File: src/logic/ex_pkg.sv
//////////////////////////////////////////////////
// Shared types for the execute stage
// Word, register address and hart ID widths
// ALU, compare and output select codes
// ID/EX request and EX/MEM result structs
//////////////////////////////////////////////////

`default_nettype none

package ex_pkg;

    //////////////////////////////////////////////////
    // Basic widths
    //////////////////////////////////////////////////

    typedef logic [31:0] word_t;                    // Data or address word
    typedef logic [4:0]  reg_addr_t;                // GPR address
    typedef logic [1:0]  hart_id_t;                 // Hardware thread ID

    //////////////////////////////////////////////////
    // Operation codes
    //////////////////////////////////////////////////

    typedef logic [3:0] alu_op_t;                   // ALU operation

    localparam alu_op_t ALU_ADD   = 4'd0;           // Add
    localparam alu_op_t ALU_SUB   = 4'd1;           // Subtract
    localparam alu_op_t ALU_AND   = 4'd2;           // Bitwise and
    localparam alu_op_t ALU_OR    = 4'd3;           // Bitwise or
    localparam alu_op_t ALU_XOR   = 4'd4;           // Bitwise xor
    localparam alu_op_t ALU_SLL   = 4'd5;           // Shift left logical
    localparam alu_op_t ALU_SRL   = 4'd6;           // Shift right logical
    localparam alu_op_t ALU_SRA   = 4'd7;           // Shift right arithmetic
    localparam alu_op_t ALU_SLT   = 4'd8;           // Set less than, signed
    localparam alu_op_t ALU_SLTU  = 4'd9;           // Set less than, unsigned
    localparam alu_op_t ALU_PASS1 = 4'd10;          // Pass operand 1 (LUI style)

    typedef logic [2:0] cmp_op_t;                   // Branch compare

    localparam cmp_op_t CMP_NONE = 3'd0;            // Not a branch
    localparam cmp_op_t CMP_EQ   = 3'd1;            // Equal
    localparam cmp_op_t CMP_NE   = 3'd2;            // Not equal
    localparam cmp_op_t CMP_LT   = 3'd3;            // Less than, signed
    localparam cmp_op_t CMP_GE   = 3'd4;            // Greater or equal, signed
    localparam cmp_op_t CMP_LTU  = 3'd5;            // Less than, unsigned
    localparam cmp_op_t CMP_GEU  = 3'd6;            // Greater or equal, unsigned

    typedef logic [1:0] out_sel_t;                  // Stage result select

    localparam out_sel_t OUT_ALU  = 2'd0;           // ALU result
    localparam out_sel_t OUT_LINK = 2'd1;           // Return address
    localparam out_sel_t OUT_GPR  = 2'd2;           // Side value from decode

    localparam word_t LINK_OFFSET = 32'd4;          // PC to link address

    //////////////////////////////////////////////////
    // Pipeline register payloads
    //////////////////////////////////////////////////

    // ID/EX request, first field in the top bits
    typedef struct packed {
        alu_op_t   alu_op;                          // ALU operation
        word_t     alu_in_0;                        // ALU operand 0
        word_t     alu_in_1;                        // ALU operand 1
        cmp_op_t   cmp_op;                          // Compare operation
        word_t     cmp_in_0;                        // Compare operand 0
        word_t     cmp_in_1;                        // Compare operand 1
        logic      jump_taken;                      // Unconditional jump
        logic      is_jalr;                         // JALR target fixup
        out_sel_t  out_sel;                         // Result select
        word_t     pc;                              // Program counter
        word_t     gpr_wr_data;                     // Side value for GPR
        reg_addr_t rd_addr;                         // Destination register
        logic      gpr_we;                          // GPR write enable
        hart_id_t  hart_id;                         // Issuing hart
    } ex_req_t;

    // EX/MEM result
    typedef struct packed {
        word_t     ex_out;                          // Stage output
        logic      br_taken;                        // Branch taken
        word_t     br_addr;                         // Branch target
        reg_addr_t rd_addr;                         // Destination register
        logic      gpr_we;                          // GPR write enable
        hart_id_t  hart_id;                         // Issuing hart
    } ex_rsp_t;

endpackage

`default_nettype wire

File: src/logic/alu_unit.sv
//////////////////////////////////////////////////
// Integer ALU of the execute stage
// Add, subtract, logic, shifts, set less than
// Purely combinational
//////////////////////////////////////////////////

`timescale 1ns/1ps
`default_nettype none

module alu_unit
    import ex_pkg::*;
(
    input  alu_op_t alu_op,                         // Operation select
    input  word_t   alu_in_0,                       // Operand 0
    input  word_t   alu_in_1,                       // Operand 1
    output word_t   alu_out                         // Result
);

    //////////////////////////////////////////////////
    // Shared operand views
    //////////////////////////////////////////////////

    logic [4:0] shamt;                              // Shift amount
    logic       lt_signed;                          // Signed compare
    logic       lt_unsigned;                        // Unsigned compare
    word_t      sum;                                // Adder output
    word_t      diff;                               // Subtractor output

    assign shamt       = alu_in_1[4:0];             // Low five bits only
    assign lt_signed   = $signed(alu_in_0) < $signed(alu_in_1);
    assign lt_unsigned = alu_in_0 < alu_in_1;       // Plain magnitude
    assign sum         = alu_in_0 + alu_in_1;       // Also branch target
    assign diff        = alu_in_0 - alu_in_1;       // Wraps on overflow

    //////////////////////////////////////////////////
    // Operation select
    //////////////////////////////////////////////////

    always_comb begin
        unique case (alu_op)
            ALU_ADD: begin
                alu_out = sum;                      // PC plus offset for jumps
            end
            ALU_SUB: begin
                alu_out = diff;
            end
            ALU_AND: begin
                alu_out = alu_in_0 & alu_in_1;
            end
            ALU_OR: begin
                alu_out = alu_in_0 | alu_in_1;
            end
            ALU_XOR: begin
                alu_out = alu_in_0 ^ alu_in_1;
            end
            ALU_SLL: begin
                alu_out = alu_in_0 << shamt;        // Zero fill
            end
            ALU_SRL: begin
                alu_out = alu_in_0 >> shamt;        // Zero fill
            end
            ALU_SRA: begin
                alu_out = word_t'($signed(alu_in_0) >>> shamt); // Sign fill
            end
            ALU_SLT: begin
                alu_out = {31'd0, lt_signed};       // One or zero
            end
            ALU_SLTU: begin
                alu_out = {31'd0, lt_unsigned};     // One or zero
            end
            ALU_PASS1: begin
                alu_out = alu_in_1;                 // Immediate through
            end
            default: begin
                alu_out = '0;                       // Unused codes
            end
        endcase
    end

endmodule

`default_nettype wire

File: src/logic/branch_cmp.sv
//////////////////////////////////////////////////
// Branch condition comparator
// Equality and signed or unsigned ordering
//////////////////////////////////////////////////

`timescale 1ns/1ps
`default_nettype none

module branch_cmp
    import ex_pkg::*;
(
    input  cmp_op_t cmp_op,                         // Compare select
    input  word_t   cmp_in_0,                       // Operand 0
    input  word_t   cmp_in_1,                       // Operand 1
    output logic    cond_true                       // Condition holds
);

    logic is_eq;                                    // Operands equal
    logic is_lt;                                    // Signed less than
    logic is_ltu;                                   // Unsigned less than

    assign is_eq  = cmp_in_0 == cmp_in_1;
    assign is_lt  = $signed(cmp_in_0) < $signed(cmp_in_1);
    assign is_ltu = cmp_in_0 < cmp_in_1;

    // GE forms are the inverse of LT forms
    always_comb begin
        unique case (cmp_op)
            CMP_EQ: begin
                cond_true = is_eq;
            end
            CMP_NE: begin
                cond_true = !is_eq;
            end
            CMP_LT: begin
                cond_true = is_lt;
            end
            CMP_GE: begin
                cond_true = !is_lt;
            end
            CMP_LTU: begin
                cond_true = is_ltu;
            end
            CMP_GEU: begin
                cond_true = !is_ltu;
            end
            default: begin
                cond_true = 1'b0;                   // CMP_NONE never branches
            end
        endcase
    end

endmodule

`default_nettype wire

File: src/logic/ex_result_reg.sv
//////////////////////////////////////////////////
// EX/MEM register with valid/ready handshake
// Output select and branch resolution
// One entry, one cycle latency
//////////////////////////////////////////////////

`timescale 1ns/1ps
`default_nettype none

module ex_result_reg
    import ex_pkg::*;
(
    input  logic    clk,                            // Clock
    input  logic    rst_n,                          // Sync reset, active low
    input  logic    in_valid,                       // Request present
    output logic    in_ready,                       // Request taken
    input  ex_req_t req,                            // ID/EX request
    input  word_t   alu_out,                        // From ALU
    input  logic    cond_true,                      // From comparator
    output logic    out_valid,                      // Result present
    input  logic    out_ready,                      // Sink takes result
    output ex_rsp_t rsp                             // EX/MEM result
);

    //////////////////////////////////////////////////
    // Handshake
    //////////////////////////////////////////////////

    logic    accept;                                // Request transfers
    logic    taken;                                 // Branch resolved taken
    word_t   target;                                // Branch target
    word_t   stage_out;                             // Selected output
    ex_rsp_t rsp_next;                              // Next register value

    assign in_ready = !out_valid || out_ready;      // Slot empty or leaving
    assign accept   = in_valid && in_ready;

    //////////////////////////////////////////////////
    // Combining logic
    //////////////////////////////////////////////////

    assign taken = req.jump_taken || cond_true;     // Jump or condition

    // JALR clears bit 0 of the computed target
    always_comb begin
        target = alu_out;
        if (req.is_jalr) begin
            target[0] = 1'b0;                       // Halfword align
        end
        if (!taken) begin
            target = '0;                            // No target when not taken
        end
    end

    always_comb begin
        unique case (req.out_sel)
            OUT_LINK: begin
                stage_out = req.pc + LINK_OFFSET;   // Return address
            end
            OUT_GPR: begin
                stage_out = req.gpr_wr_data;        // Side value
            end
            default: begin
                stage_out = alu_out;                // OUT_ALU
            end
        endcase
    end

    always_comb begin
        rsp_next          = '0;
        rsp_next.ex_out   = stage_out;
        rsp_next.br_taken = taken;
        rsp_next.br_addr  = target;
        rsp_next.rd_addr  = req.rd_addr;            // Pass through
        rsp_next.gpr_we   = req.gpr_we;             // Pass through
        rsp_next.hart_id  = req.hart_id;            // Pass through
    end

    //////////////////////////////////////////////////
    // EX/MEM register
    //////////////////////////////////////////////////

    always_ff @(posedge clk) begin
        if (!rst_n) begin
            out_valid <= 1'b0;                      // Empty after reset
            rsp       <= '0;
        end else begin
            if (accept) begin
                out_valid <= 1'b1;                  // New entry
                rsp       <= rsp_next;
            end else if (out_ready) begin
                out_valid <= 1'b0;                  // Entry left, nothing new
            end
        end
    end

endmodule

`default_nettype wire

File: src/logic/ex_stage.sv
//////////////////////////////////////////////////
// Execute stage top level
// ALU and branch comparator in parallel
// Results combined in the EX/MEM register
//////////////////////////////////////////////////

`timescale 1ns/1ps
`default_nettype none

module ex_stage
    import ex_pkg::*;
(
    input  logic    clk,                            // Clock
    input  logic    rst_n,                          // Sync reset, active low
    // ID/EX side
    input  logic    in_valid,                       // Request present
    output logic    in_ready,                       // Stage can take it
    input  ex_req_t req,                            // ID/EX request
    // EX/MEM side
    output logic    out_valid,                      // Result present
    input  logic    out_ready,                      // Sink takes result
    output ex_rsp_t rsp                             // EX/MEM result
);

    //////////////////////////////////////////////////
    // Internal nets
    //////////////////////////////////////////////////

    word_t alu_out;                                 // ALU result
    logic  cond_true;                               // Branch condition

    //////////////////////////////////////////////////
    // Parallel units
    //////////////////////////////////////////////////

    alu_unit u_alu (
        .alu_op    (req.alu_op),                    // Operation
        .alu_in_0  (req.alu_in_0),                  // Operand 0
        .alu_in_1  (req.alu_in_1),                  // Operand 1
        .alu_out   (alu_out)                        // Result
    );

    branch_cmp u_cmp (
        .cmp_op    (req.cmp_op),                    // Compare code
        .cmp_in_0  (req.cmp_in_0),                  // Operand 0
        .cmp_in_1  (req.cmp_in_1),                  // Operand 1
        .cond_true (cond_true)                      // Condition
    );

    //////////////////////////////////////////////////
    // Combine and register
    //////////////////////////////////////////////////

    ex_result_reg u_result (
        .clk       (clk),
        .rst_n     (rst_n),
        .in_valid  (in_valid),
        .in_ready  (in_ready),
        .req       (req),                           // Select and pass-through fields
        .alu_out   (alu_out),
        .cond_true (cond_true),
        .out_valid (out_valid),
        .out_ready (out_ready),
        .rsp       (rsp)
    );

endmodule

`default_nettype wire

File: config.mk
export PLATFORM = sky130hd
export DESIGN_NAME = ex_stage
export DESIGN_NICKNAME = d
export VERILOG_FILES = /design/src/logic/ex_pkg.sv /design/src/logic/alu_unit.sv /design/src/logic/branch_cmp.sv /design/src/logic/ex_result_reg.sv /design/src/logic/ex_stage.sv
export SDC_FILE = /design/constraint.sdc
export NUM_CORES = 1
export LEC_CHECK = 0
export CAP_MARGIN = 10
export CELL_PAD_IN_SITES_DETAIL_PLACEMENT = 1
export CELL_PAD_IN_SITES_GLOBAL_PLACEMENT = 1
export CORE_MARGIN = 1
export CORE_UTILIZATION = 51
export DETAILED_ROUTE_END_ITERATION = 8
export DONT_BUFFER_PORTS = 1
export PLACE_DENSITY_LB_ADDON = 0.08
export RECOVER_POWER = 50
export SYNTH_ARGS = -nofsm -noshare
export SYNTH_HDL_FRONTEND = slang
export SYNTH_HIERARCHICAL = 1
export SYNTH_SLANG_ARGS = --single-unit
File: constraint.sdc
create_clock -name clk -period 12.8 [get_ports clk]
set_input_delay 2.56 -clock clk [delete_from_list [all_inputs] [get_ports clk]]
set_output_delay 2.56 -clock clk [all_outputs]
set_load 0.005 [all_outputs]
Word-level counts from Yosys, hierarchy flattened
Cells that the tools add are included. Widths: inputs -> output; s select.

Flip-flop bits (word level): 74. Input bits: 215. Output and inout bits: 75. Word-level logic and storage cells: 55.

Add/sub/neg operators: 3. $lt $le $gt $ge: 4. Eq/ne operators: 19. Shift operators: 3. Muxes and demuxes: 7. Bitwise gates (word level): 3. Reductions and logical operators: 9.

Operator list (number): $pmux 32 s11 (1); $lt 32x32->1 (4); $pmux 32 s2 (1); $add 32x3->32 const B (1); $add 32x32->32 (1); $and 32x32->32 (1); $eq 32x32->1 (1); $mux 32 (1); $or 32x32->32 (1); $shl 32x5->32 (1); $shr 32x5->32 (1); $sshr 32x5->32 (1); $sub 32x32->32 (1); $xor 32x32->32 (1); $eq 4x3->1 const B (4); $eq 4x4->1 const B (3); $eq 3x3->1 const B (3); $eq 4x2->1 const B (2); $eq 3x2->1 const B (2); $pmux 1 s6 (1); $eq 4x1->1 const B (1); $logic_not 1->1 (4); $logic_not 4->1 (1); $eq 3x1->1 const B (1); 6 further kinds (9).

Depth between registers and ports, before layout
Gate-level depths: netlist (run 1).

Depth after elaboration: 5. Gate-level depth with buffers: 19. Gate-level depth less buffers: 16.

Hierarchy
Netlist (run 1), hierarchy kept.

Modules (own cells, without submodules): alu_unit (times used 1, cells each 1302, area each 8549.4 µm², seq. area each 0.0 µm²); ex_result_reg (times used 1, cells each 441, area each 3794.9 µm², seq. area each 1481.4 µm²); branch_cmp (times used 1, cells each 122, area each 914.6 µm², seq. area each 0.0 µm²).

Least setup slack after synthesis (run 1)
Ideal clock, no wire load.

Path type: input to register. From: input req[145] (netlist name). To: register, netlist name u_result/rsp[67]. Library setup time: 0.122 ns. Arrival time: 6.370 ns. Data required time: 12.678 ns. Setup slack: 6.307 ns. Cell stages on the path: 17. Buffers on the path: 2. Path through: inv_2 buf_1 buf_1 ha_1 nor2b_1 o31a_1 o21ai_2 o31ai_2 a221o_1 a221oi_2 o21bai_1 a211oi_2 a2111oi_0 a311o_1 a221o_1 o211ai_1 o21ai_1.

Longest elaborated chain between the ends: 3. Elaborated cells between the ends (all ways): 7. Those cells by class: add/sub (2); shift (3); mux (2).

RTL lines: from (decl) (RTL line ex_stage.sv:18) `input ex_req_t req,`; $sub 32x32->32 (tied with other cells) (RTL line alu_unit.sv:33) `assign diff = alu_in_0 - alu_in_1;`; $pmux 32 s11 * (RTL line alu_unit.sv:40) `unique case (alu_op)`; net alu_out[26] (RTL line ex_stage.sv:29) `word_t alu_out;`; $pmux 32 s2 * (RTL line ex_result_reg.sv:56) `unique case (req.out_sel)`.

Mark *: on every way through the listed nets, which the timed path passes. The rest lies on a longest branch. A chain may end at the register's enable or synchronous reset.

Worst setup path after layout (run 1)
From: input req[144] (netlist name). To: register, netlist name u_result/rsp[62].

Longest elaborated chain between the ends: 3. Elaborated cells between the ends (all ways): 7. Those cells by class: add/sub (2); shift (3); mux (2).

RTL lines (RTL line): $sub 32x32->32 (tied with other cells) (alu_unit.sv:33); $pmux 32 s11 * (alu_unit.sv:40); net alu_out[21] (ex_stage.sv:29); $pmux 32 s2 * (ex_result_reg.sv:56).

Marked as above.

==> results of run 1 <==
-- final cells by class --
cell class	count	area, um2
fillers	3319	11800
multi-input cells	1510	10700
flip-flops and latches	74	1480
inverters	138	518
well taps	330	413
clock buffers	10	239
repair buffers	15	109
clock inverters	6	66.3
diodes	1	2.50
-- cell usage in the layout (no fill, tap or decap), types with 16 or more instances in the layout --
cell type and count:
a21o_1 17, a21oi_1 140, a221o_1 23, a221oi_1 30
a22oi_1 52, dfxtp_1 74, ha_1 136, inv_1 131
mux2i_1 40, mux4_2 33, nand2_1 138, nand3_1 48
nand4_1 17, nor2_1 177, nor2b_1 43, nor3_1 34
o211ai_1 51, o21ai_0 148, o21ai_1 31, o21bai_1 16
or3_1 26, xnor2_1 41
-- state kept, by name, summed over array words and instances, names as in the netlist --
signal / cells
u_result/rsp: 73
u_result/out_valid: 1
-- Yosys cell counts, drive strengths merged (26+ instances only) --
cell,number
ha,136
mux4,33
nor3,40
nand2,139
o21ai,181
dfxtp,74
buf,45
a22oi,52
inv,134
xnor2,41
clkbuf,98
a21oi,141
nand3,48
nor2b,43
o211ai,51
a221oi,32
or3,26
mux2i,40
nor2,180
-- power by group --
| part | total (mW) | internal [mW] | switching, mW |
|---|---|---|---|
| clock | 0.256 | 0.156 | 0.100 |
| combinational | 0.465 | 0.174 | 0.290 |
| sequential | 0.267 | 0.247 | 0.0200 |
| total | 0.989 | 0.578 | 0.411 |
-- metrics by stage --
step           power, mW  area, um2
6_report           0.989      13500
5_1_grt             1.03      13500
4_1_cts            0.980      13500
3_5_place_dp       0.720      13200
3_3_place_gp       0.708      13200
2_1_floorplan      0.609      13300
-- cells by family (layout without fill, tap and decap cells) --
logic type               count (synthesis)  in the layout  synth area share
AO/OA/AOI/OAI                          664            664             0.334
XOR/XNOR                                55             55            0.0363
adder cells (fa/ha/maj)                138            138             0.131
buffers and inverters                  281            169            0.0826
flip-flops                              74             74             0.112
multiplexers                            79             79            0.0913
other                                    0              1                 0
AND/OR/NAND/NOR                        574            574             0.213
-- per-layer routing --
layer | part of all wire | vias to the layer above | GRT usage
li1 | - | 6645 | -
met1 | 0.39 | 7182 | 0.514
met2 | 0.45 | 758 | 0.683
met3 | 0.084 | 186 | 0.0747
met4 | 0.077 | 0 | 0.306
met5 | 0 | - | 0
-- worst register-to-register path, delay by kind of cell (launching register included) --
family	cells	cell delay (ps)
flip-flops	1	320
buffers and inverters	1	1270
AND/OR/NAND/NOR	3	940
AO/OA/AOI/OAI	2	440
-- path summary, 6_finish.rpt --
check / depth (start not counted) / startpoint / slack, ps / to
worst max register to register: 6 / u_result/out_valid / 9740 / u_result/rsp[66]
worst max-delay path: 15 / req[144] / 6600 / u_result/rsp[62]
worst min-delay path: 2 / u_result/rsp[2] / 480 / u_result/rsp[2]
worst min register to register: 2 / u_result/rsp[2] / 480 / u_result/rsp[2]
==> results.md, run 1 <==
- Top cell by count, worst path: o21ai_1
- Synth Flop Type: dfxtp_1
- Post-CTS Repair Setup Buffers: 0
- CP bufs+invs: 2
- Syn Nets: 2218
- Setup WS post-layout: 6600 ps
- Die footprint: roughly 27000 um2
- Post-synth EDFFs: 0
- Port Buffer Count: 0
- Async set-reset flop share out of synthesis: 0
- Global placement routability congestion: between 0.9 and 1
- PwrDens: roughly 73 nW/um2
- Clk buf depth: 2
- Fin crit share: 0.484
- Tightest Pin Transition: 1790 ps
- Syn Std Cell Area: 13300 um2
- Die Width: approximately 160 um
- Gate Count Post-Synth: around 1900
- Fmax: around 160 MHz
- Pleak: 5.43 nW
- Core box area: 25300 um2
- Worst-skew pair later-pin latency: around 340 ps
- Dpl cells: 2067
- Slowest-stage cell, CP: a221o_1
- CP peak stage delay: around 500 ps
- MaxCap Viol Count: 1
- Sink Count: 74
- Worst Setup End Kind: flip-flop
- DR vias: roughly 15000
- Num rows: 58
- Average cell area after synthesis: 7.11 um2
- Area Growth Syn to Fin: 2.08%
- Worst Skew: about 5 ps
- Vias in the first global route: approximately 15000
- Post-synthesis sequential area ratio: 0.112
- Synth warn: 6
- Num ports: 290
- Violated checks: max-capacitance violations, max-slew violations
- Worst slack at placement: between 6000 and 7000 ps
- TritonRoute pass-1 iters: 5
- Num CTS Buffers: 9
- Initial core utilization: 0.524
- Distinct cells, synth: 95
- Final ANT Viol Nets: 0
- TritonCTS clock tree: built
- Initial DRC Count: about 1400
- Worst path top cell family by delay: compound AO/OA/AOI/OAI gates
- Required time of the worst setup path: 13020 ps
- WL/cell: ~28 um
- Ranking of synthesized cells by area: ha_1, dfxtp_1, mux4_2
- Overflow after GRT: 0
- Share of cells above drive strength 1: 0.0639
- # DRC: 0
- Crit path cell chain: inv_1, buf_4, ha_1, o21bai_1, a21oi_1, or3_1, and4_4, o31a_1, o311ai_1, o21ai_1, xnor2_1, o221ai_1, a221o_1, o211ai_1, o21ai_1
- Max FO, Critical Path: 69
- Drt total wl: just under 60 mm
- Reg clk slew, reported paths: roughly 60 ps
- Min Hold Slack: about 480 ps
- Post-CTS sizing: 0
- Die Y: around 160 um
- Top-area cell type share of the netlist area: 0.128
- Largest area contributor in the netlist: ha_1
- RSZ-0062 raised after global routing: no
- Post-cts hold buffer count: 0
- Synthesized flop and latch total: 74
- Worst Hold Class: flip-flop to flip-flop
- CP startpoint kind: input pin
- Non-filler cells, final: around 2100
- Total GRT Usage: 0.426
- Clk root buf: clkbuf_16
- Final setup TNS: 0 ps
- Largest net degree at the start of global routing: 96
- Final hold viol count: 0
- H-tree depth: 3
- Setup violations, final: 0
- Relative slew slack: -0.191
- Critical path data arrival time: 6420 ps
- First-pass GRT wire length: between 80 and 90 mm
- Initial antenna violation count: 1
- Util after Layout: 0.534
- Tmin final: 6200 ps
- Status: finished with violations
- Final nets: about 2100
- Post-DP HPWL: roughly 46 mm
- Peak VDD IR: between 0.00007 and 0.00008 V
- Routed vias/inst: roughly 7.1
- Kind of critical path: input pin to flip-flop
- Max Slew Vio Count: 40
Note: power is estimated with default switching activity, not from simulation.
==> run 2, diff against run 1 <==
--- a/config.mk
+++ b/config.mk
@@ -9,7 +9,7 @@
 export CELL_PAD_IN_SITES_DETAIL_PLACEMENT = 1
 export CELL_PAD_IN_SITES_GLOBAL_PLACEMENT = 1
 export CORE_MARGIN = 1
-export CORE_UTILIZATION = 51
+export CORE_UTILIZATION = 48
 export DETAILED_ROUTE_END_ITERATION = 8
 export DONT_BUFFER_PORTS = 1
 export PLACE_DENSITY_LB_ADDON = 0.08
==> constraint.sdc (replaced) <==
create_clock -name clk -period 6.1 [get_ports clk]
set_input_delay 1.22 -clock clk [delete_from_list [all_inputs] [get_ports clk]]
set_output_delay 1.22 -clock clk [all_outputs]
set_load 0.005 [all_outputs]
==> results.md, run 2 (synthesis gave the netlist of run 1 again) <==
- Biggest register: u_result/rsp (unchanged)
- Final hold viol count: 0 (unchanged)
- Required time of the worst setup path: 6320 ps (was 13020 ps)
- Num ports: 290 (unchanged)
- Post-DP HPWL: 46.7 mm (was 45.6 mm)
- Area Growth Syn to Fin: 2.77% (was 2.08%)
- Share of cells above drive strength 1: 0.0671 (was 0.0639)
- PwrDens: 156 nW/um2 (was 73.1 nW/um2)
- Routed vias/inst: 7.03 (was 7.09)
- Total GRT Usage: 0.409 (was 0.426)
- Initial DRC Count: 1210 (was 1365)
- Port Buffer Count: 0 (unchanged)
- Die Y: 168 um (was 163 um)
- MaxCap Viol Count: 0 (was 1)
- TritonCTS clock tree: built (unchanged)
- Reg-to-reg startpoint: u_result/out_valid (unchanged)
- Post-cts hold buffer count: 0 (unchanged)
- Vias in the first global route: 14400 (was 14700)
- Post-CTS Repair Setup Buffers: 0 (unchanged)
- Worst-skew pair later-pin latency: 340 ps (about the same)
- Setup violations, final: 0 (unchanged)
- Final ANT Viol Nets: 0 (unchanged)
- Most common cell after layout, fill and taps aside: nor2_1 (unchanged)
- Tightest Pin Transition: 1230 ps (was 1790 ps)
- Net Sw Frac: 0.409 (was 0.416)
- Relative slew slack: 0.175 (was -0.191)
- Power share of the sequential group: 0.263 (was 0.270)
- Peak VDD IR: 0.0000955 V (was 0.0000752 V)
- Worst Skew: 11.9 ps (was 5.01 ps)
- Worst slack at placement: 1050 ps (was 6430 ps)
- Final setup TNS: 0 ps (unchanged)
- Sink Count: 74 (unchanged)
- Num rows: 60 (was 58)
- Critical path startpoint: req[147] (was req[144])
- Most frequent cells in the layout: nor2_1, o21ai_0, a21oi_1 (unchanged)
- Largest net degree at the start of global routing: 96 (unchanged)
- Initial core utilization: 0.491 (was 0.524)
- Die Width: 168 um (was 163 um)
- Status: complete, no violations (was finished with violations)
- Fmax: between 200 and 250 MHz
- Max FO, Critical Path: 58 (was 69)
- Tmin final: ~4800 ps
- Post-CTS sizing: 0 (unchanged)
- Clk root buf: clkbuf_16 (unchanged)
- NetSw: 870 uW (was 411 uW)
- Setup WS post-layout: 1310 ps (was 6600 ps)
- Num CTS Buffers: 9 (unchanged)
- Logic gate share of total power: 0.461 (was 0.470)
- Reg clk slew, reported paths: 70 ps (was 60 ps)
- Clk pwr share: 0.275 (was 0.259)
- Largest regs: u_result/rsp x73, u_result/out_valid x1 (unchanged)
- Clk buf depth: 2 (unchanged)
- Drt total wl: 59.9 mm (was 58.4 mm)
- Die footprint: 28300 um2 (was 26600 um2)
- H-tree depth: 3 (unchanged)
- Final nets: 2106 (was 2101)
- Worst Hold Class: flip-flop to flip-flop (unchanged)
- Internal Pwr Total: 1.26 mW (was 578 uW)
- WL/cell: 28.5 um (was 28.0 um)
- # fillers: 3485 (was 3319)
- DR vias: 14800 (about the same)
- Critical path data arrival time: 5010 ps (was 6420 ps)
- CP startpoint kind: input pin (unchanged)
- # DRC: 0 (unchanged)
- Max reg flops: 73 (unchanged)
- Final Power: 2.13 mW (was 989 uW)
- Pleak: 5.48 nW (was 5.43 nW)
- Max Slew Vio Count: 0 (was 40)
- Initial antenna violation count: 4 (was 1)
- Worst Setup End Kind: flip-flop (unchanged)
- Kind of critical path: input pin to flip-flop (unchanged)
- TritonRoute pass-1 iters: 7 (was 5)
- RSZ-0062 raised after global routing: no (unchanged)
- Fin crit share: 0.785
- Core box area: 27000 um2 (was 25300 um2)
- Overflow after GRT: 0 (unchanged)
- Worst hold start: u_result/rsp[3] (was u_result/rsp[2])
- First-pass GRT wire length: 88.9 mm (was 87.1 mm)
- Global placement routability congestion: 0.995 (was 0.976)
-- run 2: final cells by class --
cell class,count,area (um2),share of cell area
well taps,341,427,0.0313
multi-input cells,1510,10700,0.786
diodes,4,10.0,0.000735
flip-flops and latches,74,1480,0.109
clock inverters,6,88.8,0.00652
clock buffers,10,239,0.0175
repair buffers,20,150,0.0110
inverters,138,518,0.0380
-- run 2: worst max-delay path, stage by stage --
cell      delay, ps
clkinv_1        260
ha_1            590
nor2b_1         110
o21a_1          200
o31ai_2         360
a21oi_1         160
o21bai_1        190
a211oi_1        130
o31ai_2         370
a41oi_1         230
a41o_1          290
a311o_1         320
a221o_1         360
o211ai_1        100
o21ai_1          90
-- run 2: metal layers --
metal	global-route usage	vias up	wire (um)
met5	0	-	0
met2	0.663	699	27100
met3	0.0682	156	4610
met4	0.262	0	4160
met1	0.502	7273	24000
li1	-	6661	-
-- run 2: per-stage QoR --
step | util | area, um2 | hold WS, ps | cells
3_3_place_gp | 0.492 | 13300 | 468 | 2083
6_report | 0.504 | 13600 | 489 | 2103
4_1_cts | 0.504 | 13600 | 487 | 2099
5_1_grt | 0.504 | 13600 | 512 | 2103
3_5_place_dp | 0.492 | 13300 | 478 | 2083
2_1_floorplan | - | 13300 | 460 | 1865
-- run 2: power by group through the flow --
stage                     Sequential [mW]  Clock [mW]  Combinational, mW
after floorplan                     0.549           0              0.728
after global placement              0.569           0              0.928
after detailed placement            0.570           0              0.948
after CTS                           0.560       0.590              0.954
after global routing                0.561       0.611               1.05
final                               0.560       0.586              0.982
-- run 2: final timing paths --
path | to | slack [ps] | cells past startpoint
worst max-delay path | u_result/rsp[67] | 1310 | 15
worst min-delay path | u_result/rsp[3] | 490 | 2
worst max register to register | u_result/rsp[70] | 3940 | 5
worst min register to register | u_result/rsp[3] | 490 | 2
==> run 3, diff against run 2 <==
==> constraint.sdc (replaced) <==
create_clock -name clk -period 4.96 [get_ports clk]
set_input_delay 0.992 -clock clk [delete_from_list [all_inputs] [get_ports clk]]
set_output_delay 0.992 -clock clk [all_outputs]
set_load 0.005 [all_outputs]
==> results.md, run 3 (synthesis gave the netlist of run 1 again) <==
- Status: complete, no violations (unchanged)
- Biggest register: u_result/rsp (unchanged)
- Power share of the sequential group: 0.267 (was 0.263)
- # DRC: 0 (unchanged)
- Routed vias/inst: 6.94 (was 7.03)
- Top cell by count, worst path: a211o_1 (was o31ai_2)
- Met2 wire len: 27.1 mm (about the same)
- Util after Layout: 0.508 (was 0.504)
- Initial core utilization: 0.491 (unchanged)
- Clk pwr share: 0.263 (was 0.275)
- Post-CTS sizing: 0 (unchanged)
- Overflow after GRT: 0 (unchanged)
- CP peak stage delay: 390 ps (was 590 ps)
- CP startpoint kind: input pin (unchanged)
- Crit path cell chain: inv_1, ha_1, fa_1, o21ba_1, nor4_1, buf_4, o31ai_2, a211oi_1, nor2_1, a211o_1, a21oi_1, mux2i_1, nand4_1, a211o_1, a221o_1, o211ai_1, o21ai_1 (was clkinv_1, ha_1, nor2b_1, o21a_1, o31ai_2, a21oi_1, o21bai_1, a211oi_1, o31ai_2, a41oi_1, a41o_1, a311o_1, a221o_1, o211ai_1, o21ai_1)
- Reg clk slew, reported paths: 60 ps (was 70 ps)
- Post-CTS Repair Setup Buffers: 0 (unchanged)
- Final setup TNS: 0 ps (unchanged)
- Logic gate share of total power: 0.470 (was 0.461)
- Total GRT Usage: 0.408 (was 0.409)
- Tightest Pin Transition: 1160 ps (was 1230 ps)
- Required time of the worst setup path: 5190 ps (was 6320 ps)
- Most common cell after layout, fill and taps aside: nor2_1 (unchanged)
- Core box area: 27000 um2 (unchanged)
- WL/cell: 28.0 um (was 28.5 um)
- Max reg flops: 73 (unchanged)
- Slowest-stage cell, CP: fa_1 (was ha_1)
- Clk buf depth: 2 (unchanged)
- Kind of critical path: input pin to flip-flop (unchanged)
- Drt total wl: 59.4 mm (was 59.9 mm)
- Max FO, Critical Path: 4 (was 58)
- Routed met1 length: 23.4 mm (was 24.0 mm)
- Peak VDD IR: 0.000147 V (was 0.0000955 V)
- PwrDens: 188 nW/um2 (was 156 nW/um2)
- First-pass GRT wire length: 89.1 mm (was 88.9 mm)
- Worst path top cell family by delay: compound AO/OA/AOI/OAI gates (unchanged)
- MaxCap Viol Count: 0 (unchanged)
- Top routing layer used: met5 (was met4)
- Register area: 1480 um2 (unchanged)
- Fmax: 228 MHz
- Post-DP HPWL: 47.0 mm (was 46.7 mm)
- Final hold viol count: 0 (unchanged)
- Port Buffer Count: 0 (unchanged)
- Fin crit share: 0.883
- Die Width: 168 um (unchanged)
- CP bufs+invs: 2 (was 1)
- # fillers: 3511 (was 3485)
- Final instance area: 13700 um2 (was 13600 um2)
- Pleak: 5.55 nW (was 5.48 nW)
- Largest regs: u_result/rsp x73, u_result/out_valid x1 (unchanged)
- Area Growth Syn to Fin: 3.64% (was 2.77%)
- Critical path data arrival time: 4610 ps (was 5010 ps)
- TritonRoute pass-1 iters: 5 (was 7)
- Initial antenna violation count: 4 (unchanged)
- Post-cts hold buffer count: 0 (unchanged)
- TritonCTS clock tree: built (unchanged)
- Setup violations, final: 0 (unchanged)
- Area of the multi-input gates: 10700 um2 (about the same)
- Final ANT Viol Nets: 0 (unchanged)
- Die Y: 168 um (unchanged)
- Net Sw Frac: 0.411 (was 0.409)
- Final nets: 2124 (was 2106)
- Max Slew Vio Count: 0 (unchanged)
- RSZ-0062 raised after global routing: no (unchanged)
- Num rows: 60 (unchanged)
- Area after DPL: 13400 um2 (was 13300 um2)
- Share of cells above drive strength 1: 0.0766 (was 0.0671)
- DR vias: 14700 (was 14800)
- Clk root buf: clkbuf_16 (unchanged)
- H-tree depth: 3 (unchanged)
- Most frequent cells in the layout: nor2_1, o21ai_0, a21oi_1 (unchanged)
- NetSw: 1.06 mW (was 870 uW)
- Initial DRC Count: 1211 (was 1210)
- Global placement routability congestion: 0.977 (was 0.995)
- Relative slew slack: 0.227 (was 0.175)
- Die footprint: 28300 um2 (unchanged)
- Sink Count: 74 (unchanged)
- Largest net degree at the start of global routing: 96 (unchanged)
- Num CTS Buffers: 9 (unchanged)
- Tmin final: 4380 ps
- Worst Skew: 8.66 ps (was 11.9 ps)
- Worst Hold Class: flip-flop to flip-flop (unchanged)
- Worst Setup End Kind: flip-flop (unchanged)
- Internal Pwr Total: 1.52 mW (was 1.26 mW)
- Worst-skew pair later-pin latency: 340 ps (about the same)
- Num ports: 290 (unchanged)
- WL met3: 5.06 mm (was 4.61 mm)
- Vias in the first global route: 14600 (was 14400)
==> run 3: cell count changes in the layout (fill, tap and decap cells not counted), sizes merged <==
cell / delta
buf: +18
bufinv: -1
clkbuf: +1
clkinv: +1
inv: -1
==> run 3: worst paths after layout <==
kind / start / end / slack [ps] / cells after the start
worst max-delay path: req[175] / u_result/rsp[71] / 580 / 17
worst min register to register: u_result/rsp[3] / u_result/rsp[3] / 480 / 2
worst max register to register: u_result/out_valid / u_result/rsp[59] / 2730 / 6
worst min-delay path: u_result/rsp[3] / u_result/rsp[3] / 480 / 2
==> run 3: layout make-up <==
| type | count | share of cell area |
|---|---|---|
| multi-input cells | 1510 | 0.779 |
| well taps | 341 | 0.0310 |
| clock inverters | 5 | 0.00455 |
| inverters | 138 | 0.0377 |
| flip-flops and latches | 74 | 0.108 |
| diodes | 4 | 0.000728 |
| repair buffers | 38 | 0.0208 |
| clock buffers | 11 | 0.0184 |
==> run 3: power by group through the flow <==
stage	Sequential, mW	Clock [mW]	Combinational [mW]
6_report	0.689	0.680	1.22
5_1_grt	0.691	0.710	1.31
4_1_cts	0.689	0.688	1.18
3_5_place_dp	0.702	0	1.18
3_3_place_gp	0.700	0	1.15
2_1_floorplan	0.676	0	0.896
==> run 3: through the flow <==
stage | cells | hold WS, ps | setup WS, ps | total power, mW
floorplan | 1865 | 460 | 35.4 | 1.57
global placement | 2101 | 469 | 339 | 1.85
detailed placement | 2101 | 478 | 311 | 1.88
CTS | 2117 | 487 | 606 | 2.56
global route | 2121 | 506 | 285 | 2.71
finish | 2121 | 482 | 578 | 2.58
==> run 3: worst reg2reg max path, delay by kind of cell, from the launching register on <==
kind                   cells  cell delay, ps
buffers and inverters      1             490
and+or+nand+nor            3            1120
AOI/OAI and AO/OA          2             160
DFF                        1             330
==> run 3: layer usage <==
metal / global-route usage / vias up
li1: - / 6688
met1: 0.497 / 7144
met2: 0.657 / 731
met3: 0.0773 / 148
met4: 0.268 / 2
met5: 0 / -
